==> src/common/vec_defines.svh <==
// widths, list depth and apb register addresses of the vector engine
`ifndef VEC_DEFINES_SVH
`define VEC_DEFINES_SVH

`define VEC_COORD_W    8                  // one screen coordinate
`define VEC_BRES_W     (`VEC_COORD_W + 1) // signed coords in the drawer
`define VEC_ADR_W      8                  // 256 list words

`define VEC_APB_AW     12
`define VEC_APB_DW     32

`define VEC_REG_CTRL   12'h000
`define VEC_REG_STATUS 12'h004
`define VEC_LIST_BASE  12'h400            // one list word per 4 bytes

`endif

==> src/common/vec_pkg.sv <==
// vector engine types: list word, signed coordinate, segment, pixel and apb structs
`include "vec_defines.svh"

package vec_pkg;

    // one display list entry, x in the top bits as in the list format
    typedef struct packed {
        logic [`VEC_COORD_W-1:0] x;
        logic [`VEC_COORD_W-1:0] y;
        logic                    line;
        logic                    pos;
    } list_word_t;

    typedef logic signed [`VEC_BRES_W-1:0] coord_s_t;

    typedef struct packed {
        coord_s_t stax;
        coord_s_t stay;
        coord_s_t endx;
        coord_s_t endy;
    } segment_t;

    typedef struct packed {
        logic [`VEC_COORD_W-1:0] x;
        logic [`VEC_COORD_W-1:0] y;
        logic                    last; // final pixel of a segment
    } pixel_t;

    typedef struct packed {
        logic                   psel;
        logic                   penable;
        logic                   pwrite;
        logic [`VEC_APB_AW-1:0] paddr;
        logic [`VEC_APB_DW-1:0] pwdata;
    } apb_req_t;

    typedef struct packed {
        logic [`VEC_APB_DW-1:0] prdata;
        logic                   pready;
        logic                   pslverr;
    } apb_rsp_t;

endpackage

==> src/hw/display_list_ram.sv <==
// display list memory with one write port and one registered read port
`timescale 1ns/1ps
`include "vec_defines.svh"

module display_list_ram (
    input  logic                  clk,
    input  logic                  we,
    input  logic [`VEC_ADR_W-1:0] waddr,
    input  logic [`VEC_ADR_W-1:0] raddr,
    input  vec_pkg::list_word_t   wdata,
    output vec_pkg::list_word_t   rdata
);

    localparam int DEPTH = 1 << `VEC_ADR_W;

    vec_pkg::list_word_t mem [0:DEPTH-1];

    // write port, driven from the apb window
    always_ff @(posedge clk) begin
        if (we)
            mem[waddr] <= wdata;
    end

    // read port
    // same address in one cycle gives the old word
    always_ff @(posedge clk) begin
        rdata <= mem[raddr];
    end

endmodule

==> config.mk <==
export PLATFORM = sky130hd
export DESIGN_NAME = display_list_ram
export DESIGN_NICKNAME = d
export VERILOG_FILES = /design/src/common/vec_pkg.sv /design/src/hw/display_list_ram.sv
export VERILOG_INCLUDE_DIRS = /design/src /design/src/common
export SDC_FILE = /design/constraint.sdc
export NUM_CORES = 2
export LEC_CHECK = 0
export ABC_CLOCK_PERIOD_IN_PS = 3600
export BUFFER_PORTS_ARGS = -buffer_cell sky130_fd_sc_hd__clkbuf_2
export CELL_PAD_IN_SITES_DETAIL_PLACEMENT = 0
export CELL_PAD_IN_SITES_GLOBAL_PLACEMENT = 1
export CORE_MARGIN = 2
export CORE_UTILIZATION = 25
export DETAILED_ROUTE_END_ITERATION = 12
export HOLD_SLACK_MARGIN = 0.02
export PLACE_DENSITY = 0.45
export SLEW_MARGIN = 20
export SYNTH_ARGS = -nofsm -noshare
export SYNTH_HDL_FRONTEND = slang
export SYNTH_MEMORY_MAX_BITS = 65536
export SYNTH_SLANG_ARGS = --single-unit
==> constraint.sdc <==
create_clock -name clk -period 3.6 [get_ports clk]
set_input_delay 0.18 -clock clk [delete_from_list [all_inputs] [get_ports clk]]
set_output_delay 0.18 -clock clk [all_outputs]
set_load 0.03 [all_outputs]
==> run metrics <==
H-tree levels 6; initial antenna violation count 52; EDFF count, synth 4,608; crit path from mem[135][10]; final core occ 0.300; Detail Route Antenna Nets 0; Post-DP HPWL 356,000 um; dominant cell type by area after synthesis edfxtp_1; slew margin rel. 0.190; Hold Startpoint waddr[3]; total power 0.117 W; Vias 90.1k; TritonCTS clock tree yes; R2R Path Start mem[135][10]; core outline area 711,000 um^2; Leak 67.3 nW; fin crit share 0.835; Pwr Density 550 nW/um^2; Critical Path AT 3940 ps; worst slew pin tran 1210 ps; peak supply drop 0.000546 V; asr flop ratio synth 0; DR vias/cell 4.68; Buffers on Ports 53; Worst Path Max Fanout 1; worst-case reg-to-reg path depth 6; largest net degree at the start of global routing 101; die area 720,000 um^2; setup violators final 0; crit start category flop; post-CTS setup buffer count 0; DRT iter0 DRCs 9,065; first-pass GRT wire length 791,000 um; Critical Path RT 4540 ps; Mapped Area 178,000 um^2; Initial Utilization 0.251; Fin Hold WS 127 ps; final net count 9,368; Max Cap Viol 0; Synth Net Count 8,317; final RePlAce weighted congestion 0.798; number of global-route vias before repair 92.8k; root buffer cell clkbuf_16; width of the die 848 um; most frequent cell after synthesis edfxtp_1; CTS max path bufs 4; hold endpoint mem[157][3]; Gate Count Post-Synth 8,281; Routed WL per cell 30.1 um; Unique masters post-synth 41; Min-Delay Path Class input port to flop; Clock Pin Slew Worst Setup and Hold Paths 60 ps; fin. max-slew vios 0; FP Rows 310; Hold Violations, Final 0; 1st-pass router iterations 5; f_max 333 MHz; total grt overflow 0; reg2reg end rdata[10]; status finished clean; unrepaired setup endpoints after global routing false; post-cts gate resize count 0; share of cells above drive strength 1 0.291; Clock Skew 68.1 ps; top_reg_cell synth edfxtp_1; total CTS buffers 520; Tot GR Track Use 0.156; Routed WL 580,000 um; Syn-to-layout area delta 19.8%; min Tclk post-route 3000 ps; sequential-to-total area share from yosys stat 0.778; worst hold path depth 4; synth cell count leaders edfxtp_1 (4,608), mux4_2 (864), mux2i_1 (792), o221ai_1 (317), nor2_1 (290); Synthesis Warnings 0; Mean Syn Cell Area 21.5 um^2; io pins 54; number of synthesized register bits 4,626; top cells by area, synth edfxtp_1 (78%), mux4_2 (11%), mux2i_1 (4.4%); Die Height 848 um; drt drc 0; Worst-Skew Late Latency 1070 ps; crit path capture type flop; CP Class flop to flop; clock sink total 4,626; share of the synthesized area in the top cell type 0.776; Reg2Reg Setup Slack 600 ps
## how the worst max path moves through the flow
stage,endpoint,cells after the start
after floorplan,mem[235][0],6
after global placement,rdata[7],9
after detailed placement,rdata[12],10
after CTS,rdata[10],6
after global routing,rdata[10],6
final,rdata[10],6
## what timing repair did
item                        CTS  global route
hold endpoints to repair   3127             0
setup endpoints to repair     0             0
hold buffers                 26             0
## stage by stage
stage          setup slack, ps  instances  cell area (um^2)  setup TNS [ps]
3_3_place_gp              -708      18300            197000           -1830
2_1_floorplan             1170       8281            178000               0
5_1_grt                    509      19200            213000               0
6_report                   595      19300            214000               0
3_5_place_dp              -383      18300            197000           -1200
4_1_cts                    531      19200            213000               0
## cell usage in the layout, fill, tap and decap left out, types with 159 or more instances in the layout
master,instances
mux4_2,864
buf_4,818
a21oi_1,190
o221ai_1,317
nor2_2,240
clkbuf_16,538
o22ai_1,238
mux2i_1,792
edfxtp_1,4608
nor3_1,159
## state kept, by name (all words and copies together) (netlist names)
signal and flops:
rdata 18, mem 4608
## report_power, final
| group | leakage (nW) | internal (W) | switching (W) | total [W] |
|---|---|---|---|---|
| logic | 17.8 | 0.00229 | 0.00425 | 0.00654 |
| clock network | 7.90 | 0.0297 | 0.0216 | 0.0513 |
| registers | 41.6 | 0.0594 | 0.000181 | 0.0596 |
| total | 67.3 | 0.0914 | 0.0261 | 0.117 |
## layer usage
metal / wire length, um / GRT usage / vias up
met4: 12600 / 0.0332 / 8
met1: 258000 / 0.218 / 49500
met3: 29500 / 0.0209 / 665
met2: 280000 / 0.261 / 2606
met5: 57 / 0 / -
li1: - / - / 37400
## final cells by class
class                      count  area (um^2)
clock inverter               270         2350
inverter                       4         27.5
fill                       69100       498000
antenna                       25         62.6
timing repair buffer        1025         9460
multi-input combinational   3155        37100
clock buffer                 650        13900
tap                         9516        11900
sequential                  4626       139000
## cells by family after synthesis
group / count (synthesis) / share of synthesized area
multiplexers: 1656 / 0.154
flip-flops: 4626 / 0.778
buffers and inverters: 500 / 0.0173
AND/OR/NAND/NOR: 637 / 0.0166
AO/OA/AOI/OAI: 862 / 0.0341
## critical path: stages, from the launching register on
cell and delay, ps:
edfxtp_1 370, mux4_2 470, mux2i_1 240, o22ai_1 180, nor3_1 940, a22o_1 590, nor4_2 110
No activity file was read; power rests on OpenSTA's default activity.
