==> src/common/vec_defines.svh <==
// widths, list depth and apb register addresses of the vector engine
`ifndef VEC_DEFINES_SVH
`define VEC_DEFINES_SVH

`define VEC_COORD_W    8                  // one screen coordinate
`define VEC_BRES_W     (`VEC_COORD_W + 1) // signed coords in the drawer
`define VEC_ADR_W      8                  // 256 list words

`define VEC_APB_AW     12
`define VEC_APB_DW     32

`define VEC_REG_CTRL   12'h000
`define VEC_REG_STATUS 12'h004
`define VEC_LIST_BASE  12'h400            // one list word per 4 bytes

`endif

==> src/common/vec_pkg.sv <==
// vector engine types: list word, signed coordinate, segment, pixel and apb structs
`include "vec_defines.svh"

package vec_pkg;

    // one display list entry, x in the top bits as in the list format
    typedef struct packed {
        logic [`VEC_COORD_W-1:0] x;
        logic [`VEC_COORD_W-1:0] y;
        logic                    line;
        logic                    pos;
    } list_word_t;

    typedef logic signed [`VEC_BRES_W-1:0] coord_s_t;

    typedef struct packed {
        coord_s_t stax;
        coord_s_t stay;
        coord_s_t endx;
        coord_s_t endy;
    } segment_t;

    typedef struct packed {
        logic [`VEC_COORD_W-1:0] x;
        logic [`VEC_COORD_W-1:0] y;
        logic                    last; // final pixel of a segment
    } pixel_t;

    typedef struct packed {
        logic                   psel;
        logic                   penable;
        logic                   pwrite;
        logic [`VEC_APB_AW-1:0] paddr;
        logic [`VEC_APB_DW-1:0] pwdata;
    } apb_req_t;

    typedef struct packed {
        logic [`VEC_APB_DW-1:0] prdata;
        logic                   pready;
        logic                   pslverr;
    } apb_rsp_t;

endpackage

==> src/hw/vec_apb_regs.sv <==
// apb slave with ctrl and status registers, list write window and frame counter
`timescale 1ns/1ps
`include "vec_defines.svh"

module vec_apb_regs (
    input  logic                        clk,
    input  logic                        rst,
    input  vec_pkg::apb_req_t           apb_req,
    output vec_pkg::apb_rsp_t           apb_rsp,
    output logic                        enable,
    input  logic                        running,
    input  logic                        frame_end,
    output logic                        list_we,
    output logic [`VEC_ADR_W-1:0]       list_waddr,
    output vec_pkg::list_word_t         list_wdata
);

    localparam int LIST_SPAN = 1 << (`VEC_ADR_W + 2); // bytes in the list window

    logic        access;
    logic        ctrl_hit, status_hit, list_hit;
    logic [15:0] frame_cnt;

    //////////////////////////////////////////////////
    // address decode
    //////////////////////////////////////////////////
    assign access     = apb_req.psel && apb_req.penable;
    assign ctrl_hit   = apb_req.paddr == `VEC_REG_CTRL;
    assign status_hit = apb_req.paddr == `VEC_REG_STATUS;
    assign list_hit   = (apb_req.paddr >= `VEC_LIST_BASE) &&
                        (apb_req.paddr < (`VEC_LIST_BASE + LIST_SPAN));

    // zero wait states, list window reads back as zero
    always_comb begin
        apb_rsp.pready  = 1'b1;
        apb_rsp.pslverr = access && !(ctrl_hit || status_hit || list_hit);
        apb_rsp.prdata  = '0;
        if (ctrl_hit)
            apb_rsp.prdata = {31'b0, enable};
        else if (status_hit)
            apb_rsp.prdata = {15'b0, running, frame_cnt};
    end

    assign list_we    = access && apb_req.pwrite && list_hit;
    assign list_waddr = apb_req.paddr[`VEC_ADR_W+1:2]; // word address
    assign list_wdata = apb_req.pwdata[$bits(vec_pkg::list_word_t)-1:0];

    always_ff @(posedge clk) begin
        if (rst) begin
            enable    <= 1'b0;
            frame_cnt <= '0;
        end else begin
            if (access && apb_req.pwrite && ctrl_hit)
                enable <= apb_req.pwdata[0];
            if (frame_end)
                frame_cnt <= frame_cnt + 1'b1; // wraps at 16 bits
        end
    end

    //////////////////////////////////////////////////
    // protocol checks
    //////////////////////////////////////////////////
    penable_needs_psel: assert property (@(posedge clk) disable iff (rst)
        apb_req.penable |-> apb_req.psel);

    paddr_stable: assert property (@(posedge clk) disable iff (rst)
        (apb_req.psel && !apb_req.penable) |=> $stable(apb_req.paddr));

endmodule

==> config.mk <==
export PLATFORM = sky130hd
export DESIGN_NAME = vec_apb_regs
export DESIGN_NICKNAME = d
export VERILOG_FILES = /design/src/common/vec_pkg.sv /design/src/hw/vec_apb_regs.sv
export VERILOG_INCLUDE_DIRS = /design/src /design/src/common
export SDC_FILE = /design/constraint.sdc
export NUM_CORES = 1
export LEC_CHECK = 0
export ABC_AREA = 1
export BUFFER_PORTS_ARGS = -buffer_cell sky130_fd_sc_hd__buf_2
export CAP_MARGIN = 40
export CORE_MARGIN = 5
export CORE_UTILIZATION = 42
export DETAILED_ROUTE_END_ITERATION = 16
export HOLD_SLACK_MARGIN = 0.05
export PLACE_DENSITY = 0.82
export SETUP_SLACK_MARGIN = 0.1
export SYNTH_ARGS = -nofsm -noshare
export SYNTH_HDL_FRONTEND = slang
export SYNTH_SLANG_ARGS = --single-unit
==> constraint.sdc <==
create_clock -name clk -period 2.7 [get_ports clk]
set_clock_uncertainty 0.1 [all_clocks]
set_input_delay 0.135 -clock clk [delete_from_list [all_inputs] [get_ports clk]]
set_output_delay 0.135 -clock clk [all_outputs]
set_load 0.01 [all_outputs]
==> qor.csv, run 1 <==
metric;value;unit
total track usage;12.5;%
# IOs;113;
Tmin final;1.44;ns
Peak Freq;695;MHz
Reg2Reg Capture Point;frame_cnt[10];
Net Sw Frac;26.7;%
Synth cell types;25;
Clock Tree Buf Depth;2;
clock transition at the registers of the reported paths;0.09;ns
WP data required;2.47;ns
Clock Power Share;29.7;%
Setup CP Type;in -> out;
Hold WC Path Type;in -> reg;
Synth Instances;219;
layout filler cell count;376;
Reg-to-Reg Start;frame_cnt[1];
RSZ-0062 raised after global routing;no;
n_diodes;0;
MaxCap Viol Count;0;
starting DRC count in detailed routing;39;
Die Area;4620;um2
crit path max fanout;18;
Seq/Total Area, Yosys;24.1;%
initial antenna violation count;0;
DR vias;1222;
DRC viols;0;
wire per inst;9.50;um
P_sw;0.122;mW
#FFs+latches synth;17;
clk_lat worst skew;0.29;ns
Synth top area share;24.1;%
H-tree depth;1;
Max VDD drop;0.000229;V
Worst setup startpoint;apb_req[43];
met3 Use GR;2.79;%
clock tree from TritonCTS;done;
element type at the critical path start;primary input;
status;complete, no violations;
R2R depth;6;
largest net degree at the start of global routing;19;
setup bufs post-CTS;0;
Avg Synthesized Cell Area;6.44;um2
CTS Buf Count;3;
CTS root buf;clkbuf_4;
routability cong.;0.775;
met1 GRT Util;15.4;%
Design Power;0.457;mW
arrival time worst endpoint;1.20;ns
core area;3280;um2
vias per cell;4.24;
cell taking the most area after synthesis;dfxtp_1;
grt total ovfl;0;
Detail Route Antenna Nets;0;
Site Rows;21;
Final Cycle Share;53.3;%
GRT Max-Usage Layer;met2;
GRT met2 Usage;22.4;%
placed insts;283;
IO buf count;48;
first-pass GRT wire length;4620;um
Final Hold Viols;0;
Sink Count;17;
power per cell area;312;nW/um2
Post-CTS Resized;0;
# setup viols final;0;
Area contributors post-synth;dfxtp_1 (24%), buf_4 (22%), inv_1 (8.8%);
vias in the first global route;1146;
TNS Setup;0;ns
Post-Syn Area;1410;um2
Pleak;0.692;nW
Starting Density;42.9;%
final non-filler cell total;288;
Comb power frac;14.3;%
Hold Slack;0.0893;ns
r2r setup slk;1.32;ns
Synth Warn #;0;
sequential group share of total power;56.0;%
final wirelength;2740;um
Post-CTS Hold Buffers;1;
Worst setup endpoint;apb_rsp[2];
Detailed Routing Iterations Pass 1;4;
Slew Viols, Final;0;
synthesis-to-layout area growth;3.90;%
proportion of layout cells with a drive suffix above 1;28.9;%
Post-DP HPWL;2270;um
Die Wd;67.9;um
Worst setup EP type;output port;
Final nets;295;
internal power;0.335;mW
die boundary height;67.9;um
## placed cells by master (no fill, tap or decap), drive strengths merged
| cell type | instances |
|---|---|
| buf | 48 |
| nor2 | 43 |
| nand2 | 35 |
| inv | 34 |
| dfxtp | 17 |
| conb | 16 |
| a21oi | 11 |
| nand3 | 10 |
| o21ai | 8 |
| nor3 | 7 |
| clkbuf | 4 |
| nand4 | 2 |
| and2 | 1 |
| nand3b | 1 |
| nor3b | 1 |
| nor4 | 1 |
| a211oi | 1 |
| ha | 1 |
| dlygate4sd3 | 1 |
## cell type report
class / instances / area (um2) / area share (%)
sequential: 17 / 340 / 23.2
tap: 46 / 57.6 / 3.93
timing repair buffer: 49 / 250 / 17.1
inverter: 34 / 128 / 8.71
multi-input combinational: 138 / 663 / 45.3
clock buffer: 4 / 26.3 / 1.79
## registers in the layout, summed over array words and instances, names as in the netlist
register   flops
enable         1
frame_cnt     16
## routing by layer
metal / up-vias / part of all wire, %
met5: - / 0
met4: 0 / 0.91
met3: 4 / 7.5
met2: 33 / 49
met1: 523 / 42
li1: 662 / -
## how the worst min path moves through the flow
stage	startpoint	to	slack, ns	depth (start not counted)
after global routing	frame_end	frame_cnt[2]	0.09	3
after CTS	frame_end	frame_cnt[2]	0.08	3
final	frame_end	frame_cnt[2]	0.09	3
after global placement	apb_req[11]	list_wdata[11]	0.17	0
after detailed placement	apb_req[11]	list_wdata[11]	0.17	0
after floorplan	rst	frame_cnt[12]	0.11	1
## cell usage after synthesis
cell,n
buf_4,42
inv_1,33
nor2_1,32
nand2_1,30
dfxtp_1,17
a21oi_1,11
nand3_1,10
nor2_2,7
o21ai_0,7
nor3_1,6
nand2_2,5
nor2_4,4
conb_1,2
nand4_1,2
a211oi_1,1
and2_1,1
buf_2,1
buf_6,1
ha_1,1
inv_2,1
nand3b_1,1
nor3_2,1
nor3b_2,1
nor4_1,1
o21ai_1,1
## worst max-delay path, stage by stage
cell	delay [ns]
buf_2	0.10
nor2_1	0.09
nand2_1	0.06
nor2_2	0.17
nand2_2	0.26
o21ai_0	0.22
buf_2	0.16
## per-stage QoR
stage                     worst slack [ns]  util, %  instance area [um2]
after CTS                             1.23     44.6                 1470
after global routing                  1.11     44.6                 1470
after floorplan                       1.44        -                 1460
after global placement                1.24     43.5                 1430
final                                 1.26     44.6                 1470
after detailed placement              1.24     43.5                 1430
## cell families after synthesis
group	synth area share, %
flops	24.1
fa+ha+maj	0.887
simple gates	34.6
compound gates	7.28
other cells	0.533
buf+inv	32.6
## power by group through the flow
| stage | sequential, mW | clock (mW) | combinational, mW |
|---|---|---|---|
| floorplan | 0.261 | 0 | 0.0885 |
| global placement | 0.262 | 0 | 0.0627 |
| detailed placement | 0.262 | 0 | 0.0642 |
| CTS | 0.256 | 0.139 | 0.0656 |
| global route | 0.257 | 0.149 | 0.0746 |
| finish | 0.256 | 0.136 | 0.0654 |
No activity file was read; power rests on OpenSTA's default activity.
==> inputs of run 2 (changes only) <==
Settings changed: CORE_UTILIZATION 42 to 36, PLACE_DENSITY 0.82 to 0.75.
Clock period 2.7 ns to 1.3 ns, I/O delays scaled along.
==> qor.csv, run 2 (synthesis gave the netlist of run 1 again) <==
metric;value;unit
largest net degree at the start of global routing;14;
Reg2Reg Capture Point;frame_cnt[14];
Final Cycle Share;96.0;%
top flop regs;frame_cnt: 16 flops, enable: 1 flops;
element type at the critical path start;register;
crit path max fanout;6;
Hold Slack;0.0538;ns
CTS root buf;clkbuf_8;
CTS Buf Count;3;
H-tree depth;1;
Post-DP HPWL;2360;um
WL met2;1850;um
power per cell area;570;nW/um2
Max VDD drop;0.000519;V
Peak Freq;801;MHz
final worst slack;0.0516;ns
Hold WC Path Type;in -> reg;
MaxCap Viol Count;0;
IO buf count;48;
clock tree from TritonCTS;done;
metal1 wirelength;1350;um
initial antenna violation count;0;
layout filler cell count;357;
Site Rows;22;
Starting Density;37.9;%
starting DRC count in detailed routing;54;
Die Area;5270;um2
# setup viols final;0;
vias per cell;4.39;
pre-CTS setup slack;0.00511;ns
n_diodes;0;
total track usage;11.2;%
Reg-to-Reg Start;frame_cnt[0];
Sink Count;17;
hold path startpoint;apb_req[0];
Worst setup EP type;register;
final wirelength;3510;um
RSZ-0062 raised after global routing;yes;
most frequent cells in the layout;inv_1 (32), buf_2 (32), nand2_1 (25);
Detail Route Antenna Nets;0;
Clock Tree Buf Depth;2;
Slew Viols, Final;0;
Tmin final;1.25;ns
Die Wd;72.6;um
Setup CP Type;reg -> reg;
top layer in use;met4;
r2r setup slk;0.05;ns
met3 wire length;294;um
# IOs;113;
clk_lat worst skew;0.25;ns
Hold Path End;enable;
Final Hold Viols;0;
wire per inst;11.1;um
proportion of layout cells with a drive suffix above 1;40.1;%
vias in the first global route;1167;
routability cong.;0.783;
Detailed Routing Iterations Pass 1;4;
Final nets;322;
die boundary height;72.6;um
R2R depth;6;
Biggest register;frame_cnt;
arrival time worst endpoint;1.30;ns
clock transition at the registers of the reported paths;0.06;ns
status;complete, no violations;
core area;3720;um2
Hold Path Depth;5;
first-pass GRT wire length;4780;um
DR vias;1392;
synthesis-to-layout area growth;44.4;%
Placed Area;1490;um2
Pleak;0.899;nW
final instance area;2040;um2
DRC viols;0;
Largest register FFs;16;
final core occ;54.8;%
WP data required;1.35;ns
grt total ovfl;0;
==> run 2: worst max-delay path by stage <==
stage | start | end | slack [ns] | cells past startpoint
finish | frame_cnt[0] | frame_cnt[14] | 0.05 | 6
global route | frame_cnt[0] | frame_cnt[10] | -0.03 | 6
CTS | frame_cnt[0] | frame_cnt[14] | 0.05 | 6
detailed placement | frame_cnt[0] | frame_cnt[10] | 0.005 | 6
global placement | frame_cnt[0] | frame_cnt[10] | 0.04 | 6
floorplan | frame_cnt[0] | frame_cnt[10] | 0.10 | 6
==> run 2: power by group <==
group	switching, mW	internal [mW]	total (mW)
Clock	0.178	0.218	0.396
Combinational	0.124	0.108	0.231
Sequential	0.00874	0.525	0.534
Total	0.311	0.850	1.16
==> run 2: repair_timing <==
| item | CTS | global route |
|---|---|---|
| gates resized for setup | 11 | 56 |
| buffers inserted | 2 | 2 |
| hold endpoints to repair | 22 | 0 |
| pin swaps | 6 | 6 |
| endpoints found under the setup margin | 14 | 27 |
| hold buffers | 18 | 0 |
| gates cloned | 0 | 1 |
==> run 2: routing by layer <==
| metal | up-vias | global-route usage [%] |
|---|---|---|
| met4 | 0 | 3.69 |
| li1 | 716 | - |
| met1 | 609 | 13.2 |
| met2 | 62 | 19.6 |
| met3 | 5 | 2.75 |
| met5 | - | 0 |
==> run 2: worst max-delay path, cell delays in order (launching register included) <==
cell and delay [ns]:
dfxtp_4 0.37, ha_4 0.15, nand2_4 0.06, nor2_4 0.16, nand2_2 0.10, nor3b_2 0.16, nor2_1 0.05
==> run 2: final cells by class <==
type                       count  area (um2)  share of cell area, %
tap                           48        60.1                   2.95
multi-input combinational    138         810                   39.8
timing repair buffer          76         637                   31.3
clock buffer                   4        45.0                   2.21
sequential                    17         357                   17.5
inverter                      34         128                   6.27
==> run 2: per-stage QoR <==
| step | cells | setup TNS (ns) | power, mW |
|---|---|---|---|
| floorplan | 233 | 0 | 0.729 |
| global placement | 290 | 0 | 0.678 |
| CTS | 314 | 0 | 1.14 |
| finish | 317 | 0 | 1.16 |
| detailed placement | 290 | 0 | 0.680 |
| global route | 317 | -0.114 | 1.22 |
