==> src/common/vec_defines.svh <==
// widths, list depth and apb register addresses of the vector engine
`ifndef VEC_DEFINES_SVH
`define VEC_DEFINES_SVH

`define VEC_COORD_W    8                  // one screen coordinate
`define VEC_BRES_W     (`VEC_COORD_W + 1) // signed coords in the drawer
`define VEC_ADR_W      8                  // 256 list words

`define VEC_APB_AW     12
`define VEC_APB_DW     32

`define VEC_REG_CTRL   12'h000
`define VEC_REG_STATUS 12'h004
`define VEC_LIST_BASE  12'h400            // one list word per 4 bytes

`endif

==> src/common/vec_pkg.sv <==
// vector engine types: list word, signed coordinate, segment, pixel and apb structs
`include "vec_defines.svh"

package vec_pkg;

    // one display list entry, x in the top bits as in the list format
    typedef struct packed {
        logic [`VEC_COORD_W-1:0] x;
        logic [`VEC_COORD_W-1:0] y;
        logic                    line;
        logic                    pos;
    } list_word_t;

    typedef logic signed [`VEC_BRES_W-1:0] coord_s_t;

    typedef struct packed {
        coord_s_t stax;
        coord_s_t stay;
        coord_s_t endx;
        coord_s_t endy;
    } segment_t;

    typedef struct packed {
        logic [`VEC_COORD_W-1:0] x;
        logic [`VEC_COORD_W-1:0] y;
        logic                    last; // final pixel of a segment
    } pixel_t;

    typedef struct packed {
        logic                   psel;
        logic                   penable;
        logic                   pwrite;
        logic [`VEC_APB_AW-1:0] paddr;
        logic [`VEC_APB_DW-1:0] pwdata;
    } apb_req_t;

    typedef struct packed {
        logic [`VEC_APB_DW-1:0] prdata;
        logic                   pready;
        logic                   pslverr;
    } apb_rsp_t;

endpackage

==> src/draw/vector_sequencer.sv <==
// display list sequencer turning list words into line segments and frame ends
`timescale 1ns/1ps
`include "vec_defines.svh"

module vector_sequencer (
    input  logic                  clk,
    input  logic                  rst,
    input  logic                  enable,
    input  vec_pkg::list_word_t   rdata,
    output logic [`VEC_ADR_W-1:0] raddr,
    input  logic                  busy,
    input  logic                  done,
    output logic                  start,
    output vec_pkg::segment_t     seg,
    output logic                  frame_end,
    output logic                  running
);

    typedef enum logic [2:0] {
        S_IDLE,
        S_FETCH,
        S_WAIT_DATA,
        S_DECODE,
        S_SEND,
        S_WAIT_DONE,
        S_NEXT_ADDR,
        S_FRAME_END
    } state_t;

    state_t                state, state_nxt;
    logic [`VEC_ADR_W-1:0] addr;
    vec_pkg::coord_s_t     pen_x, pen_y;   // last pen position
    vec_pkg::coord_s_t     word_x, word_y;
    logic                  is_eof;

    assign word_x = {1'b0, rdata.x};       // unsigned to signed
    assign word_y = {1'b0, rdata.y};
    assign is_eof = rdata.pos && rdata.line;

    //////////////////////////////////////////////////
    // next state
    //////////////////////////////////////////////////
    always_comb begin
        state_nxt = state;
        case (state)
            S_IDLE:      state_nxt = enable ? S_FETCH : S_IDLE;
            S_FETCH:     state_nxt = S_WAIT_DATA;
            S_WAIT_DATA: state_nxt = S_DECODE;
            S_DECODE: begin
                if (is_eof)
                    state_nxt = S_FRAME_END;
                else if (rdata.pos || rdata.line)
                    state_nxt = S_SEND;
                else
                    state_nxt = S_NEXT_ADDR;   // skip word
            end
            S_SEND:      state_nxt = S_WAIT_DONE;
            S_WAIT_DONE: state_nxt = done ? S_NEXT_ADDR : S_WAIT_DONE;
            S_NEXT_ADDR: state_nxt = S_WAIT_DATA; // new address already out
            S_FRAME_END: state_nxt = enable ? S_FETCH : S_IDLE;
            default:     state_nxt = S_IDLE;
        endcase
    end

    always_ff @(posedge clk) begin
        if (rst) begin
            state <= S_IDLE;
            addr  <= '0;
            pen_x <= '0;
            pen_y <= '0;
        end else begin
            state <= state_nxt;
            if (state_nxt == S_NEXT_ADDR)
                addr <= addr + 1'b1;
            if (state == S_DECODE) begin
                if (is_eof) begin
                    addr  <= '0;              // restart the list
                    pen_x <= '0;
                    pen_y <= '0;
                end else if (rdata.pos || rdata.line) begin
                    pen_x <= word_x;
                    pen_y <= word_y;
                end
            end
        end
    end

    // segment ends, held until the drawer is done
    always_ff @(posedge clk) begin
        if (state == S_DECODE && !is_eof) begin
            seg.endx <= word_x;
            seg.endy <= word_y;
            seg.stax <= rdata.pos ? word_x : pen_x; // line starts at the pen
            seg.stay <= rdata.pos ? word_y : pen_y;
        end
    end

    assign raddr     = addr;
    assign start     = state == S_SEND;
    assign frame_end = state == S_FRAME_END;
    assign running   = state != S_IDLE;

    no_start_while_busy: assert property (@(posedge clk) disable iff (rst)
        start |-> !busy);

endmodule

==> config.mk <==
export PLATFORM = sky130hd
export DESIGN_NAME = vector_sequencer
export DESIGN_NICKNAME = d
export VERILOG_FILES = /design/src/common/vec_pkg.sv /design/src/draw/vector_sequencer.sv
export VERILOG_INCLUDE_DIRS = /design/src /design/src/common
export SDC_FILE = /design/constraint.sdc
export NUM_CORES = 1
export LEC_CHECK = 0
export ABC_AREA = 1
export BUFFER_PORTS_ARGS = -buffer_cell sky130_fd_sc_hd__buf_2
export CAP_MARGIN = 20
export CORE_ASPECT_RATIO = 1.75
export CORE_MARGIN = 2
export CORE_UTILIZATION = 33
export CTS_BUF_LIST = sky130_fd_sc_hd__clkbuf_8
export DETAILED_ROUTE_END_ITERATION = 8
export MAX_ROUTING_LAYER = met4
export PLACE_DENSITY = 0.53
export SLEW_MARGIN = 10
export SYNTH_ARGS = -nofsm -noshare
export SYNTH_HDL_FRONTEND = slang
export SYNTH_SLANG_ARGS = --single-unit
==> constraint.sdc <==
create_clock -name clk -period 1.8 [get_ports clk]
set_input_delay 0.09 -clock clk [delete_from_list [all_inputs] [get_ports clk]]
set_output_delay 0.09 -clock clk [all_outputs]
set_load 0.02 [all_outputs]
==> results.toml, run 1 <==
[cells_and_area]
fin_cells = 436
antennaDiodeCount = 0
drive_gt1_share_pct = 26.86
stdcell_area_um2 = 3208
area_growth_pct = 31.22
final_net_count = 371
fillers = 718

[cts]
ctsRootBufferMaster = "clkbuf_8"
cts_made_buffers = 9
cts_sinks = 59
post_cts_buffers = 0
clock_path_buffers = 2
cts_tree = "yes"
cts-htree-levels = 3
clk_latency_ns = 0.33
clk_pin_slew_ns = 0.07

[sta]
min_period_ns = 1.506
clock.fmax_ghz = 0.6641
setup_viol = 0
fin_tns_setup_ns = 0
hold_violations = 0
maxSlewViolCount = 0
clock_skew_ns = 0.008388
rsz0062_at_grt = "no"
relSlewSlack_pct = 59.06
worstMarginPinSlew_ns = 0.6126
period_share_pct = 83.66

[floorplan]
die_h_um = 117.9
std_cell_rows = 41
initial_core_util_pct = 34.04
ioPinCount = 70
coreArea_um2 = 7182
die_area_um2 = 8140
dieWidth_um = 69.07

[run]
cap_violations = 0

[worst_setup_path]
cp_max_fo = 16
worstPathArrival_ns = 1.72
worstSetupPathType = "reg -> reg"
end_kind = "register"
cp.required_ns = 2.01
startpoint_type = "register"

[logic_synthesis]
synth_compound_area_share_pct = 5.476
ys_ff_latch = 59
synth.avg_cell_area_um2 = 9.440
yosysSeqAreaShare_pct = 61.41
synthMuxAreaShare_pct = 0
ys_warn_count = 0
synth_xor_area_share_pct = 0.3582
synth_top_family_by_area = "simple AND/OR/NAND/NOR gates"
postSynthCellCount = 259
synthAdderAreaFrac_pct = 1.535
yosysUniqueCellTypes = 28
netlist_area_um2 = 2445
synth_simple_gate_area_share_pct = 25.03

[routing]
drt_iter0_markers = 168
final_antenna_net_count = 0
drt_wl_total_um = 5105
wl_per_cell_um = 11.71
dr.pass1.iters = 4
vias = 1976
post-route-drc-count = 0
via_per_inst = 4.532

[grt]
grt_max_degree = 49
antenna_found_initial = 0
grtUsageTotal_pct = 13.42
grt_pass1_wl_um = 8204
grt_pass1_vias = 1790
overflow = 0

[placed_design]
hpwl_um = 3441
placed_area_um2 = 2859
dp.cells = 404
portBuffers = 64
globalplace.congestion = 0.7127

[power_and_ir_drop]
combPwrFrac_pct = 16.0
intPower_mw = 2.328
power.density_nw_per_um2 = 992.4
clkPwrFrac_pct = 35.6
p_seq_share_pct = 48.4
power_leakage_nw = 1.420
peakVddDrop_mv = 0.4746
p_sw_share_pct = 26.89
net-switching-power_mw = 0.8562

[worst_hold_path]
hold_class = "in -> reg"

[status]
status = "finished, final reports clean"
==> final timing paths <==
| path | from | end | slack, ns | cells after the start |
|---|---|---|---|---|
| max | state[1] | pen_y[2] | 0.29 | 5 |
| min | rst | state[0] | 0.05 | 4 |
| max reg2reg | state[1] | pen_y[2] | 0.29 | 5 |
| min reg2reg | pen_x[3] | pen_x[3] | 0.46 | 2 |
==> cells by family after synthesis <==
logic type / count (synthesis)
DFF: 59
buffers and inverters: 32
xor gates and xnor gates: 1
AOI/OAI and AO/OA: 25
other: 1
adders and majority gates: 3
and+or+nand+nor: 138
==> area by class of cell <==
cell class / instances / area (µm²) / share of cell area, %
timing repair buffer: 85 / 530.5 / 16.54
tap: 86 / 107.6 / 3.354
clock buffer: 10 / 137.6 / 4.290
clock inverter: 6 / 50.05 / 1.560
sequential: 59 / 1503 / 46.84
inverter: 19 / 72.57 / 2.262
multi-input combinational: 171 / 807.0 / 25.16
==> routing by layer <==
metal,share of wire (%),global-route usage (%),vias to the layer above,wire [µm]
li1,-,-,1008,-
met1,40,13.68,902,2063
met2,52,22.18,56,2659
met3,4.8,3.682,10,244
met4,2.7,8.946,0,138
met5,0,-,-,0
==> critical path, cell delays in order, from the launching register on <==
cell and delay (ns):
dfxtp_1 0.43, nand2_2 0.16, nor2_2 0.15, nand2_1 0.39, nand2_1 0.18, a21oi_1 0.08
==> power groups by stage <==
| stage | clock network [mW] | logic (mW) | registers, mW |
|---|---|---|---|
| 2_1_floorplan | 0 | 0.307 | 1.61 |
| 3_3_place_gp | 0 | 0.485 | 1.57 |
| 3_5_place_dp | 0 | 0.492 | 1.57 |
| 4_1_cts | 1.18 | 0.520 | 1.54 |
| 5_1_grt | 1.22 | 0.559 | 1.55 |
| 6_report | 1.13 | 0.509 | 1.54 |
==> synth_stat cells (all sizes together) <==
cell	n	share of area, %
a31oi	1	0.26
nor2	19	3.3
buf	7	2.2
dfxtp	27	22
o21ai	4	0.97
inv	16	2.5
nor3	3	1.7
ha	3	1.5
nand2	91	14
a21oi	20	4.2
nand3	22	5.0
nand4	3	0.77
conb	1	0.15
clkinv	3	0.46
xor2	1	0.36
edfxtp	32	39
clkbuf	6	0.92
==> state kept, by name, summed over array words and instances (netlist names) <==
signal and cells:
state 3, seg 32, raddr 8, pen_y 8, pen_x 8
==> through the flow <==
step / setup slack [ns] / hold WS, ns / utilization, % / total power, mW
after floorplan: 0.05365 / 0.1889 / - / 1.917
after global placement: 0.2349 / 0.3007 / 39.81 / 2.052
after detailed placement: 0.2080 / 0.3023 / 39.81 / 2.062
after CTS: 0.1883 / 0.03350 / 44.65 / 3.244
after global routing: 0.1221 / 0.06926 / 44.67 / 3.332
final: 0.2941 / 0.05181 / 44.67 / 3.184
==> cells in the final DEF (no fill, tap or decap), drive strengths merged, types with 5 or more instances in the layout <==
| cell | count |
|---|---|
| buf | 69 |
| nand3 | 22 |
| edfxtp | 32 |
| dlygate4sd3 | 16 |
| a21oi | 20 |
| dfxtp | 27 |
| inv | 19 |
| nor2 | 19 |
| clkinv | 5 |
| clkbuf | 10 |
| nand2 | 91 |
==> repair_timing <==
item | in CTS | in global routing
endpoints found under the hold margin | 16 | 0
hold buffers | 16 | 0
endpoints found under the setup margin | 0 | 1
resized for setup | 0 | 1
Power figures use the tool's default switching activity.
==> run 2: changes to the inputs <==
--- a/config.mk
+++ b/config.mk
@@ -15,7 +15,7 @@
 export CTS_BUF_LIST = sky130_fd_sc_hd__clkbuf_8
 export DETAILED_ROUTE_END_ITERATION = 8
 export MAX_ROUTING_LAYER = met4
-export PLACE_DENSITY = 0.53
+export PLACE_DENSITY = 0.51
 export SLEW_MARGIN = 10
 export SYNTH_ARGS = -nofsm -noshare
 export SYNTH_HDL_FRONTEND = slang
==> constraint.sdc (replaced) <==
create_clock -name clk -period 1.6 [get_ports clk]
set_input_delay 0.08 -clock clk [delete_from_list [all_inputs] [get_ports clk]]
set_output_delay 0.08 -clock clk [all_outputs]
set_load 0.02 [all_outputs]
==> run 2 against run 1 <==
Against the previous run: worst setup slack got worse by 0.082 ns; die area unchanged; non-clock buffer count increased by 1; hold slack worse by 0.0063 ns; combinational power is 14% higher; via count up 0.40%; clock power is 9.7% higher; register-to-register slack lost 0.08 ns; sequential share of layout area up 0.10 points; first-iteration DRC count up 15%; power increased by 12%.
==> results.toml, run 2 (same netlist as run 1, synthesis figures left out) <==
[floorplan]
initial_core_util_pct = 34.04
dieWidth_um = 69.07
ioPinCount = 70
coreArea_um2 = 7182
die_area_um2 = 8140
std_cell_rows = 41
die_h_um = 117.9

[routing]
dr_wl_met2_um = 2972
met1Wirelength_um = 2023
drt_iter0_markers = 194
post-route-drc-count = 0
wl_per_cell_um = 12.31
wl_met3_um = 278
vias = 1984
via_per_inst = 4.540
dr.pass1.iters = 6
final_antenna_net_count = 0
drt_wl_total_um = 5379
maxUsedRoutingLayer = "met4"

[worst_hold_path]
hold_class = "in -> reg"

[placed_design]
hpwl_um = 3630
portBuffers = 64
dp.cells = 405
globalplace.congestion = 0.7845

[worst_setup_path]
startpoint_type = "register"
cpPeakStageDelay_ns = 0.38
cp.required_ns = 1.83
worstSetupPathType = "reg -> reg"
cp_max_fo = 6
critPathBufInv = 1
worstPathArrival_ns = 1.62
cp_cell_sequence = "nand2_2 > nor2_2 > a21oi_2 > nor3_2 > nand2_1 > nand2_1 > inv_1 > nor2_1 > nor2_1"
end_kind = "register"
crit_family = "simple AND/OR/NAND/NOR gates"
cp_slowest_cell = "dfxtp_2"

[cells_and_area]
area_growth_pct = 31.37
drive_gt1_share_pct = 27.35
fillers = 756
fin_cells = 437
register_area_um2 = 1508
regMostFlops = "seg"
multiInputGateArea_um2 = 809.5
final_net_count = 372
layout_commonest_cell = "nand2_1"
largest_reg_flops = 32
antennaDiodeCount = 0
layout_common_cells = "88 x nand2_1, 64 x buf_2, 32 x edfxtp_1, 24 x dfxtp_1, 21 x nand3_1"

[cts]
clk_latency_ns = 0.33
clk_pin_slew_ns = 0.06
cts_sinks = 59
ctsRootBufferMaster = "clkbuf_8"
cts-htree-levels = 3
cts_tree = "yes"
cts_made_buffers = 9
clock_path_buffers = 2

[run]
cap_violations = 0

[status]
status = "finished, final reports clean"

[sta]
clock.fmax_ghz = 0.7207
rsz0062_at_grt = "no"
period_share_pct = 86.73
min_period_ns = 1.388
hold_violations = 0
clock_skew_ns = 0.003172
fin_tns_setup_ns = 0
maxSlewViolCount = 0
setup_viol = 0

[grt]
grt_pass1_vias = 1927
grtUsageTotal_pct = 14.50
overflow = 0
grt_max_degree = 49
grt_pass1_wl_um = 8921
antenna_found_initial = 0

[power_and_ir_drop]
peakVddDrop_mv = 0.4735
power_leakage_nw = 1.418
power.density_nw_per_um2 = 1106
## run 2: cell type report
| type | instances | area share (%) |
|---|---|---|
| flip-flops and latches | 59 | 46.94 |
| multi-input cells | 171 | 25.20 |
| repair buffers | 86 | 16.75 |
| clock buffers | 9 | 3.857 |
| well taps | 86 | 3.350 |
| inverters | 19 | 2.259 |
| clock inverters | 7 | 1.636 |
## run 2: worst min-delay path, stage by stage
cell and delay, ns:
buf_2 0.09, inv_1 0.07, nand2_1 0.07, inv_1 0.04
## run 2: final timing paths
path | startpoint | endpoint | slack, ns | depth (start not counted)
hold / removal | rst | state[0] | 0.05 | 4
hold reg to reg | pen_y[1] | pen_y[1] | 0.46 | 2
setup / recovery | state[1] | raddr[5] | 0.21 | 9
setup reg to reg | state[1] | raddr[5] | 0.21 | 9
## run 2: routing by layer
metal	track usage (%)	up-vias
met1	14.67	912
met5	-	-
met4	6.618	0
li1	-	1013
met3	3.938	9
met2	25.60	50
## run 2: report_power, final
group	total (mW)	internal [mW]	switching, mW
Sequential	1.74	1.69	0.0484
Combinational	0.578	0.197	0.381
Clock	1.24	0.686	0.550
## run 2: through the flow
stage	setup slack (ns)	cell area, µm²	util (%)	power [mW]	hold slack [ns]
floorplan	0.02078	2460	-	2.158	0.1789
finish	0.2124	3212	44.72	3.553	0.04550
global route	0.04167	3212	44.72	3.723	0.06630
detailed placement	0.04502	2867	39.91	2.325	0.2917
CTS	0.03428	3203	44.60	3.599	0.04893
global placement	0.07230	2867	39.91	2.319	0.2897
## run 2: timing repair
action,CTS,global route
setup buffers,0,0
hold buffers,16,0
endpoints found under the hold margin,16,0
endpoints found under the setup margin,0,24
resized for setup,0,5
