<file path="config.mk">
export PLATFORM = sky130hd
export DESIGN_NAME = line_drawer
export DESIGN_NICKNAME = d
export VERILOG_FILES = /design/src/common/vec_pkg.sv /design/src/draw/line_drawer.sv
export VERILOG_INCLUDE_DIRS = /design/src /design/src/common
export SDC_FILE = /design/constraint.sdc
export NUM_CORES = 1
export LEC_CHECK = 0
export BUFFER_PORTS_ARGS = -buffer_cell sky130_fd_sc_hd__buf_2
export CAP_MARGIN = 40
export CELL_PAD_IN_SITES_DETAIL_PLACEMENT = 0
export CELL_PAD_IN_SITES_GLOBAL_PLACEMENT = 1
export CORE_MARGIN = 3
export CORE_UTILIZATION = 47
export DETAILED_ROUTE_END_ITERATION = 6
export GPL_TIMING_DRIVEN = 0
export PLACE_DENSITY = 0.88
export SLEW_MARGIN = 5
export SYNTH_ARGS = -nofsm -noshare
export SYNTH_HDL_FRONTEND = slang
export SYNTH_SLANG_ARGS = --single-unit
</file>
<file path="constraint.sdc">
create_clock -name clk -period 5.6 [get_ports clk]
set_clock_uncertainty 0.15 [all_clocks]
set_input_delay 1.12 -clock clk [delete_from_list [all_inputs] [get_ports clk]]
set_output_delay 1.12 -clock clk [all_outputs]
set_load 0.01 [all_outputs]
</file>
<file path="src/common/vec_defines.svh">
// widths, list depth and apb register addresses of the vector engine
`ifndef VEC_DEFINES_SVH
`define VEC_DEFINES_SVH

`define VEC_COORD_W    8                  // one screen coordinate
`define VEC_BRES_W     (`VEC_COORD_W + 1) // signed coords in the drawer
`define VEC_ADR_W      8                  // 256 list words

`define VEC_APB_AW     12
`define VEC_APB_DW     32

`define VEC_REG_CTRL   12'h000
`define VEC_REG_STATUS 12'h004
`define VEC_LIST_BASE  12'h400            // one list word per 4 bytes

`endif

</file>
<file path="src/common/vec_pkg.sv">
// vector engine types: list word, signed coordinate, segment, pixel and apb structs
`include "vec_defines.svh"

package vec_pkg;

    // one display list entry, x in the top bits as in the list format
    typedef struct packed {
        logic [`VEC_COORD_W-1:0] x;
        logic [`VEC_COORD_W-1:0] y;
        logic                    line;
        logic                    pos;
    } list_word_t;

    typedef logic signed [`VEC_BRES_W-1:0] coord_s_t;

    typedef struct packed {
        coord_s_t stax;
        coord_s_t stay;
        coord_s_t endx;
        coord_s_t endy;
    } segment_t;

    typedef struct packed {
        logic [`VEC_COORD_W-1:0] x;
        logic [`VEC_COORD_W-1:0] y;
        logic                    last; // final pixel of a segment
    } pixel_t;

    typedef struct packed {
        logic                   psel;
        logic                   penable;
        logic                   pwrite;
        logic [`VEC_APB_AW-1:0] paddr;
        logic [`VEC_APB_DW-1:0] pwdata;
    } apb_req_t;

    typedef struct packed {
        logic [`VEC_APB_DW-1:0] prdata;
        logic                   pready;
        logic                   pslverr;
    } apb_rsp_t;

endpackage

</file>
<file path="src/draw/line_drawer.sv">
// bresenham line stepper putting out one pixel per accepted cycle
`timescale 1ns/1ps
`include "vec_defines.svh"

module line_drawer (
    input  logic              clk,
    input  logic              rst,
    input  logic              start,
    input  vec_pkg::segment_t seg,
    output logic              busy,
    output logic              done,
    output logic              pixel_valid,
    input  logic              pixel_ready,
    output vec_pkg::pixel_t   pixel
);

    localparam int ERR_W = `VEC_BRES_W + 3; // room for twice the error term

    typedef enum logic [1:0] {S_IDLE, S_SETUP, S_RUN, S_DONE} state_t;

    state_t             state;
    vec_pkg::coord_s_t  cur_x, cur_y;
    logic signed [ERR_W-1:0] adx, ady;
    logic signed [ERR_W-1:0] dx, dy, err, e2, err_step;
    logic               sx_neg, sy_neg;
    logic               at_end, step_x, step_y;

    //////////////////////////////////////////////////
    // error term
    //////////////////////////////////////////////////
    assign adx    = (seg.endx >= seg.stax) ? seg.endx - seg.stax : seg.stax - seg.endx;
    assign ady    = (seg.endy >= seg.stay) ? seg.endy - seg.stay : seg.stay - seg.endy;
    assign at_end = (cur_x == seg.endx) && (cur_y == seg.endy);
    assign e2     = err <<< 1;
    assign step_x = e2 >= dy;
    assign step_y = e2 <= dx;

    always_comb begin
        err_step = err;
        if (step_x)
            err_step = err_step + dy;
        if (step_y)
            err_step = err_step + dx;
    end

    always_ff @(posedge clk) begin
        if (rst) begin
            state <= S_IDLE;
        end else begin
            case (state)
                S_IDLE:  if (start) state <= S_SETUP;
                S_SETUP: state <= S_RUN;
                S_RUN:   if (pixel_ready && at_end) state <= S_DONE;
                S_DONE:  state <= S_IDLE;
                default: state <= S_IDLE;
            endcase
        end
    end

    // stepping datapath
    always_ff @(posedge clk) begin
        if (state == S_SETUP) begin
            dx     <= adx;
            dy     <= -ady;          // negative by convention
            err    <= adx - ady;
            sx_neg <= seg.endx < seg.stax;
            sy_neg <= seg.endy < seg.stay;
            cur_x  <= seg.stax;
            cur_y  <= seg.stay;
        end else if (state == S_RUN && pixel_ready && !at_end) begin
            err <= err_step;
            if (step_x)
                cur_x <= sx_neg ? cur_x - 1'b1 : cur_x + 1'b1;
            if (step_y)
                cur_y <= sy_neg ? cur_y - 1'b1 : cur_y + 1'b1;
        end
    end

    assign busy        = state != S_IDLE;
    assign done        = state == S_DONE;  // cycle after last accept
    assign pixel_valid = state == S_RUN;
    assign pixel.x     = cur_x[`VEC_COORD_W-1:0];
    assign pixel.y     = cur_y[`VEC_COORD_W-1:0];
    assign pixel.last  = at_end;

    //////////////////////////////////////////////////
    // checks
    //////////////////////////////////////////////////
    pixel_in_box: assert property (@(posedge clk) disable iff (rst)
        pixel_valid |->
            ((cur_x >= seg.stax && cur_x <= seg.endx) ||
             (cur_x <= seg.stax && cur_x >= seg.endx)) &&
            ((cur_y >= seg.stay && cur_y <= seg.endy) ||
             (cur_y <= seg.stay && cur_y >= seg.endy)));

    pixel_hold: assert property (@(posedge clk) disable iff (rst)
        (pixel_valid && !pixel_ready) |=> (pixel_valid && $stable(pixel)));

endmodule

</file>
==> results.py, run 1 <==
metrics = {
    "clock_tree": {
        "clock-sinks": 55,
        "root_buffer": "clkbuf_16",
        "clk_latency_ns": 0.32,
        "htreeDepth": 2,
        "cts_tree": "yes",
        "numCtsBuffers": 5,
        "clock_path_buffers": 2,
        "clk_pin_slew_ns": 0.09,
        "cts_hold_buf": 0,
    },
    "power_and_ir_drop": {
        "p_switching_w": 0.00240,
        "p_leak_nw": 3.59,
        "p_int_w": 0.00276,
        "power_density_mw_per_mm2": 674,
        "seqPwrFrac_pct": 19.6,
        "switching_share_pct": 46.5,
        "ir_worst_vdd_v": 0.000275,
        "comb_power_share_pct": 73.9,
        "clockPowerShare_pct": 6.6,
    },
    "route": {
        "via_count": 5669,
        "drt-total-wl_um": 16700,
        "drc": 0,
        "drt_iter0_drc": 341,
        "first_pass_iters": 5,
        "wl_per_cell_um": 16.1,
        "drtAntennaViolNets": 0,
        "routed_via_density": 5.46,
    },
    "synth": {
        "syn_area_mm2": 0.00692,
        "postSynthAreaPerCell_um2": 8.81,
        "synthFlopType": "edfxtp_1",
        "synth_edf_count": 53,
        "yosysWarnings": 0,
        "syn_nets": 943,
        "ys_seq_area_share_pct": 23.6,
        "synth_cell_types": 75,
        "async_flop_share_pct": 0,
        "synthCells": 786,
        "ys_seq_elements": 55,
    },
    "final_layout": {
        "finalNonFillerCells": 1038,
        "fin_util_pct": 54.1,
        "diodes": 0,
        "layout-drive-gt1-share_pct": 14.8,
        "nets": 1014,
        "area_delta_synth_final_pct": 10.6,
    },
    "worst_setup_path": {
        "worstPathArrival_ns": 5.32,
        "cp_common_cell": "a21oi_1",
        "slowest_stage": "fa_1",
        "crit_fanout": 10,
        "endpoint_kind": "flip-flop",
        "path_class": "in -> reg",
        "critPathMaxStageDelay_ns": 0.47,
        "critical_path_required_ns": 5.62,
        "timing.critical_path.from_type": "input pin",
        "cp_cell_sequence": "buf_2, inv_1, ha_1, inv_1, fa_1, a21o_1, a221oi_2, o221a_2, a21boi_4, buf_6, mux2_2, fa_1, a21o_1, a21oi_1, o21bai_1, a21oi_1, o21ai_0, a21oi_1, a31oi_1, a21oi_1",
    },
    "grt": {
        "grt_max_degree": 29,
        "grt_pass1_wl_um": 27700,
        "grt_pass1_vias": 5569,
        "grt_usage_pct": 21.1,
        "gr-total-overflow": 0,
        "antenna_found_initial": 0,
    },
    "floorplan": {
        "io-pin-count": 60,
        "start_util_pct": 48.9,
        "core_area_mm2": 0.0141,
        "die_h_um": 127,
        "std_cell_rows": 43,
        "die_w_um": 127,
        "dieArea_mm2": 0.0162,
    },
    "status": {
        "run_status": "finished clean",
    },
    "placement": {
        "gp_congestion": 0.839,
        "port_buffers": 59,
        "numPlacedInstances": 1027,
        "hpwl_um": 13600,
    },
    "sta": {
        "setup_viol": 0,
        "rsz0062_at_grt": "no",
        "fmaxAchievable_mhz": 189,
        "tightest_slew_ns": 0.751,
        "hold_ws_ns": 0.404,
        "period_share_pct": 94.6,
        "tns_ns": 0,
        "fin_crit_ns": 5.30,
        "maxSlewHeadroom_pct": 50.0,
        "final-hold-violation-count": 0,
        "slew_viol_final": 0,
    },
    "hold_path": {
        "hold_path.class": "reg -> reg",
    },
    "job": {
        "cap_violations": 0,
    },
}
-- stage by stage --
| stage | cell area [um^2] | worst slack, ns | power [W] |
|---|---|---|---|
| after floorplan | 6920 | 0.405 | 0.00396 |
| after global placement | 7440 | -0.323 | 0.00471 |
| after detailed placement | 7460 | -0.322 | 0.00480 |
| after CTS | 7620 | 0.0689 | 0.00516 |
| after global routing | 7650 | 0.0100 | 0.00570 |
| final | 7650 | 0.301 | 0.00516 |
-- cell families after synthesis --
kind of cell	count (synthesis)	synth area share, %
compound gates	192	18.0
simple gates	177	12.6
buf+inv	140	9.00
flops	55	23.6
xor+xnor	70	9.05
mux	35	5.62
fa+ha+maj	117	22.1
-- critical path, delay by kind of cell --
kind | cells | cell delay, ns
multiplexers | 1 | 0.40
AO/OA/AOI/OAI | 12 | 2.38
adder cells (fa/ha/maj) | 3 | 0.98
buffers and inverters | 4 | 0.44
-- metal layers --
metal / share of wire (%) / vias to the layer above / global-route usage [%] / routed length [um]
met5: 0 / - / 0 / 0
li1: - / 2915 / - / -
met2: 47 / 128 / 35.1 / 7820
met1: 47 / 2599 / 28.9 / 7890
met3: 3.7 / 27 / 2.26 / 616
met4: 2.3 / 0 / 6.88 / 389
-- sequential cells by signal, summed over array words and instances (netlist names) --
signal / flops
err: 11
dy: 12
dx: 10
sy_neg: 1
sx_neg: 1
cur_y: 9
state: 2
cur_x: 9
-- cell type report --
cell class                      instances  area [um^2]
Fill cell                            1321         6500
Multi-Input combinational cell        591         4680
Sequential cell                        55         1630
Inverter                              103          392
Timing Repair Buffer                   64          333
Buffer                                 37          235
Tap cell                              180          225
Clock buffer                            5          125
Clock inverter                          3         27.5
-- power by group through the flow --
stage / Sequential, W / Clock (W) / Combinational [W]
5_1_grt: 0.00104 / 0.000354 / 0.00430
3_3_place_gp: 0.00102 / 0 / 0.00370
3_5_place_dp: 0.00102 / 0 / 0.00378
4_1_cts: 0.00101 / 0.000344 / 0.00381
6_report: 0.00101 / 0.000339 / 0.00381
2_1_floorplan: 0.000950 / 0 / 0.00301
-- timing repair --
action | 4_1_cts | 5_1_grt
pin swaps | 0 | 0
setup buffers | 0 | 3
resized for setup | 1 | 4
setup endpoints to repair | 1 | 5
-- worst paths after layout --
check / to / slack, ns / depth (start not counted) / start
worst max-delay path: err[10]$_DFFE_PP_ / 0.30 / 20 / seg[9]
worst min-delay path: state[1]$_SDFFE_PP0P_ / 0.40 / 2 / state[1]$_SDFFE_PP0P_
worst max register to register: err[10]$_DFFE_PP_ / 0.54 / 17 / err[1]$_DFFE_PP_
worst min register to register: state[1]$_SDFFE_PP0P_ / 0.40 / 2 / state[1]$_SDFFE_PP0P_
-- cell usage in the layout, fill, tap and decap left out, types with 7 or more instances in the layout --
cell      instances
a211oi_1          7
a21o_1           20
a21oi_1          48
a31oi_1          10
buf_2            61
buf_4            26
clkbuf_1         11
edfxtp_1         53
fa_1              9
ha_1            107
inv_1           101
mux2_2           10
mux2i_1          22
nand2_1          46
nand3_1          16
nor2_1           45
nor2b_1          11
nor3_1           16
o21a_1            7
o21ai_0          44
xnor2_1          41
xor2_1           28
-- cell usage after synthesis, types with 7 or more instances --
cell type  instances  share of area (%)
a211oi_1           7               0.76
a21o_1            20                2.2
a21oi_1           48                3.5
a31oi_1           10               0.90
buf_4             22                2.4
clkbuf_1          11               0.60
edfxtp_1          53                 23
fa_1               9                2.6
ha_1             108                 20
inv_1            101                5.5
mux2_2            10                1.6
mux2i_1           22                3.2
nand2_1           46                2.5
nand3_1           16                1.2
nor2_1            45                2.4
nor2b_1           11               0.99
nor3_1            16                1.2
o21a_1             7               0.76
o21ai_0           47                3.4
xnor2_1           41                5.2
xor2_1            28                3.5
Power figures use the tool's default switching activity.
==> run 2, diff against run 1 <==
--- a/config.mk
+++ b/config.mk
@@ -11,10 +11,11 @@
 export CELL_PAD_IN_SITES_DETAIL_PLACEMENT = 0
 export CELL_PAD_IN_SITES_GLOBAL_PLACEMENT = 1
 export CORE_MARGIN = 3
-export CORE_UTILIZATION = 47
+export CORE_UTILIZATION = 48
+export CTS_BUF_LIST = sky130_fd_sc_hd__clkbuf_4 sky130_fd_sc_hd__clkbuf_8
 export DETAILED_ROUTE_END_ITERATION = 6
 export GPL_TIMING_DRIVEN = 0
-export PLACE_DENSITY = 0.88
+export PLACE_DENSITY = 0.89
 export SLEW_MARGIN = 5
 export SYNTH_ARGS = -nofsm -noshare
 export SYNTH_HDL_FRONTEND = slang
==> run 2 against run 1 <==
Sequential share of layout area rose by 0.18 points. First-iteration DRC count down 11%. Critical endpoint unchanged. Maximum frequency is 0.53% higher. Via count rose by 0.11%. Final cell count hardly changed.
==> results.py, run 2 (synthesized netlist as in run 1, its figures left out) <==
metrics = {
    "status": {
        "run_status": "finished clean",
    },
    "final_layout": {
        "nets": 1013,
        "reg_top3": "dy x12, err x11, dx x10",
        "largest-register": "dy",
        "final_common_cell": "ha_1",
        "diodes": 0,
        "seq_area_mm2": 0.00163,
        "multiInputGateArea_mm2": 0.00468,
        "layout-drive-gt1-share_pct": 14.4,
        "layout_common_cells": "ha_1 (108), inv_1 (101), buf_2 (61), edfxtp_1 (53), a21oi_1 (48)",
        "fill_cells": 1344,
        "post-route-cell-area_mm2": 0.00759,
        "largest_register_ff_count": 12,
        "area_delta_synth_final_pct": 9.63,
    },
    "sta": {
        "fmaxAchievable_mhz": 190,
        "setup_viol": 0,
        "fin_crit_ns": 5.27,
        "tns_ns": 0,
        "final-hold-violation-count": 0,
        "maxSlewHeadroom_pct": 49.5,
        "tightest_slew_ns": 0.750,
        "rsz0062_at_grt": "no",
        "period_share_pct": 94.1,
        "hold_ws_ns": 0.405,
        "slew_viol_final": 0,
    },
    "power_and_ir_drop": {
        "p_switching_w": 0.00237,
        "p_int_w": 0.00268,
        "ir_worst_vdd_v": 0.000321,
        "power_density_mw_per_mm2": 666,
        "p_leak_nw": 3.56,
        "comb_power_share_pct": 75.6,
        "switching_share_pct": 47.0,
        "clockPowerShare_pct": 4.5,
        "seqPwrFrac_pct": 19.9,
    },
    "grt": {
        "antenna_found_initial": 0,
        "grt_pass1_wl_um": 27100,
        "grt_usage_pct": 20.8,
        "grt_pass1_vias": 5574,
        "gr-total-overflow": 0,
        "grt_max_degree": 17,
    },
    "worst_setup_path": {
        "setup.worst_path.end": "err[10]$_DFFE_PP_",
        "reg2regPathDepth": 17,
        "path_class": "in -> reg",
        "startpoint": "seg[9]",
        "r2r-start": "err[1]$_DFFE_PP_",
        "r2r_setup_slack_ns": 0.55,
        "regToRegEndpoint": "err[10]$_DFFE_PP_",
        "crit_fanout": 10,
        "timing.critical_path.from_type": "input pin",
        "critical_path_required_ns": 5.63,
        "worstPathArrival_ns": 5.30,
        "endpoint_kind": "flip-flop",
    },
    "route": {
        "drc": 0,
        "via_count": 5675,
        "drt_iter0_drc": 302,
        "drt-total-wl_um": 16400,
        "routed_via_density": 5.47,
        "wl_per_cell_um": 15.8,
        "drtAntennaViolNets": 0,
        "first_pass_iters": 5,
    },
    "clock_tree": {
        "clock-sinks": 55,
        "numCtsBuffers": 5,
        "htreeDepth": 2,
        "root_buffer": "clkbuf_8",
        "cts_tree": "yes",
        "clk_latency_ns": 0.32,
        "clk_pin_slew_ns": 0.11,
        "clock_path_buffers": 2,
    },
    "floorplan": {
        "start_util_pct": 49.5,
        "die_h_um": 126,
        "io-pin-count": 60,
        "die_w_um": 126,
        "dieArea_mm2": 0.0159,
        "std_cell_rows": 43,
        "core_area_mm2": 0.0140,
    },
    "placement": {
        "port_buffers": 59,
        "gp_congestion": 0.856,
        "placed_area_mm2": 0.00749,
        "hpwl_um": 13800,
    },
    "hold_path": {
        "hold_path.class": "reg -> reg",
    },
    "job": {
        "cap_violations": 0,
    },
}
run 2: through the flow:
step	std cells	power [W]	setup slack, ns	util [%]
3_5_place_dp	1029	0.00481	-0.293	53.5
2_1_floorplan	786	0.00396	0.405	-
3_3_place_gp	1025	0.00471	-0.263	53.2
6_report	1037	0.00506	0.329	54.3
5_1_grt	1037	0.00560	0.0286	54.3
4_1_cts	1037	0.00506	0.0457	54.1
run 2: worst min-delay path by stage:
stage | end | from | depth (start not counted) | slack, ns
CTS | state[0]$_SDFFE_PP0P_ | state[0]$_SDFFE_PP0P_ | 2 | 0.40
floorplan | state[0]$_SDFFE_PP0P_ | state[0]$_SDFFE_PP0P_ | 2 | 0.36
global placement | state[0]$_SDFFE_PP0P_ | state[0]$_SDFFE_PP0P_ | 2 | 0.39
finish | state[0]$_SDFFE_PP0P_ | state[0]$_SDFFE_PP0P_ | 2 | 0.40
detailed placement | state[0]$_SDFFE_PP0P_ | state[0]$_SDFFE_PP0P_ | 2 | 0.39
global route | state[1]$_SDFFE_PP0P_ | state[1]$_SDFFE_PP0P_ | 2 | 0.43
run 2: timing repair:
item | in CTS | in global routing
endpoints found under the setup margin | 0 | 5
buffers inserted | 0 | 0
hold buffers | 0 | 0
gates resized for setup | 0 | 6
hold endpoints to repair | 0 | 0
run 2: power groups by stage:
stage | registers (W) | logic, W | clock network, W
finish | 0.00101 | 0.00382 | 0.000227
global route | 0.00103 | 0.00432 | 0.000245
CTS | 0.00101 | 0.00382 | 0.000231
detailed placement | 0.00102 | 0.00379 | 0
global placement | 0.00102 | 0.00369 | 0
floorplan | 0.000950 | 0.00301 | 0
run 2: layout make-up:
| class | count | area share, % |
|---|---|---|
| repair buffers | 63 | 4.48 |
| multi-input cells | 591 | 61.7 |
| inverters | 103 | 5.16 |
| plain buffers | 37 | 3.10 |
| clock inverters | 3 | 0.198 |
| flip-flops and latches | 55 | 21.5 |
| well taps | 180 | 2.97 |
| clock buffers | 5 | 0.907 |
run 2: critical path, stage by stage:
cell	delay, ns
buf_2	0.12
inv_1	0.05
ha_1	0.13
inv_1	0.06
fa_1	0.40
a21o_1	0.21
a221oi_2	0.30
o221a_2	0.26
a21boi_4	0.28
buf_6	0.20
mux2_2	0.39
fa_1	0.46
a21o_1	0.18
a21oi_1	0.21
o21bai_1	0.09
a21oi_1	0.22
o21ai_0	0.18
a21oi_1	0.18
a31oi_1	0.13
a21oi_1	0.14
run 2: per-layer routing:
layer  wire length, um  track usage (%)
met4               508             6.81
met3               687             2.80
met5                 0                0
met1              7780             27.7
met2              7460             35.1
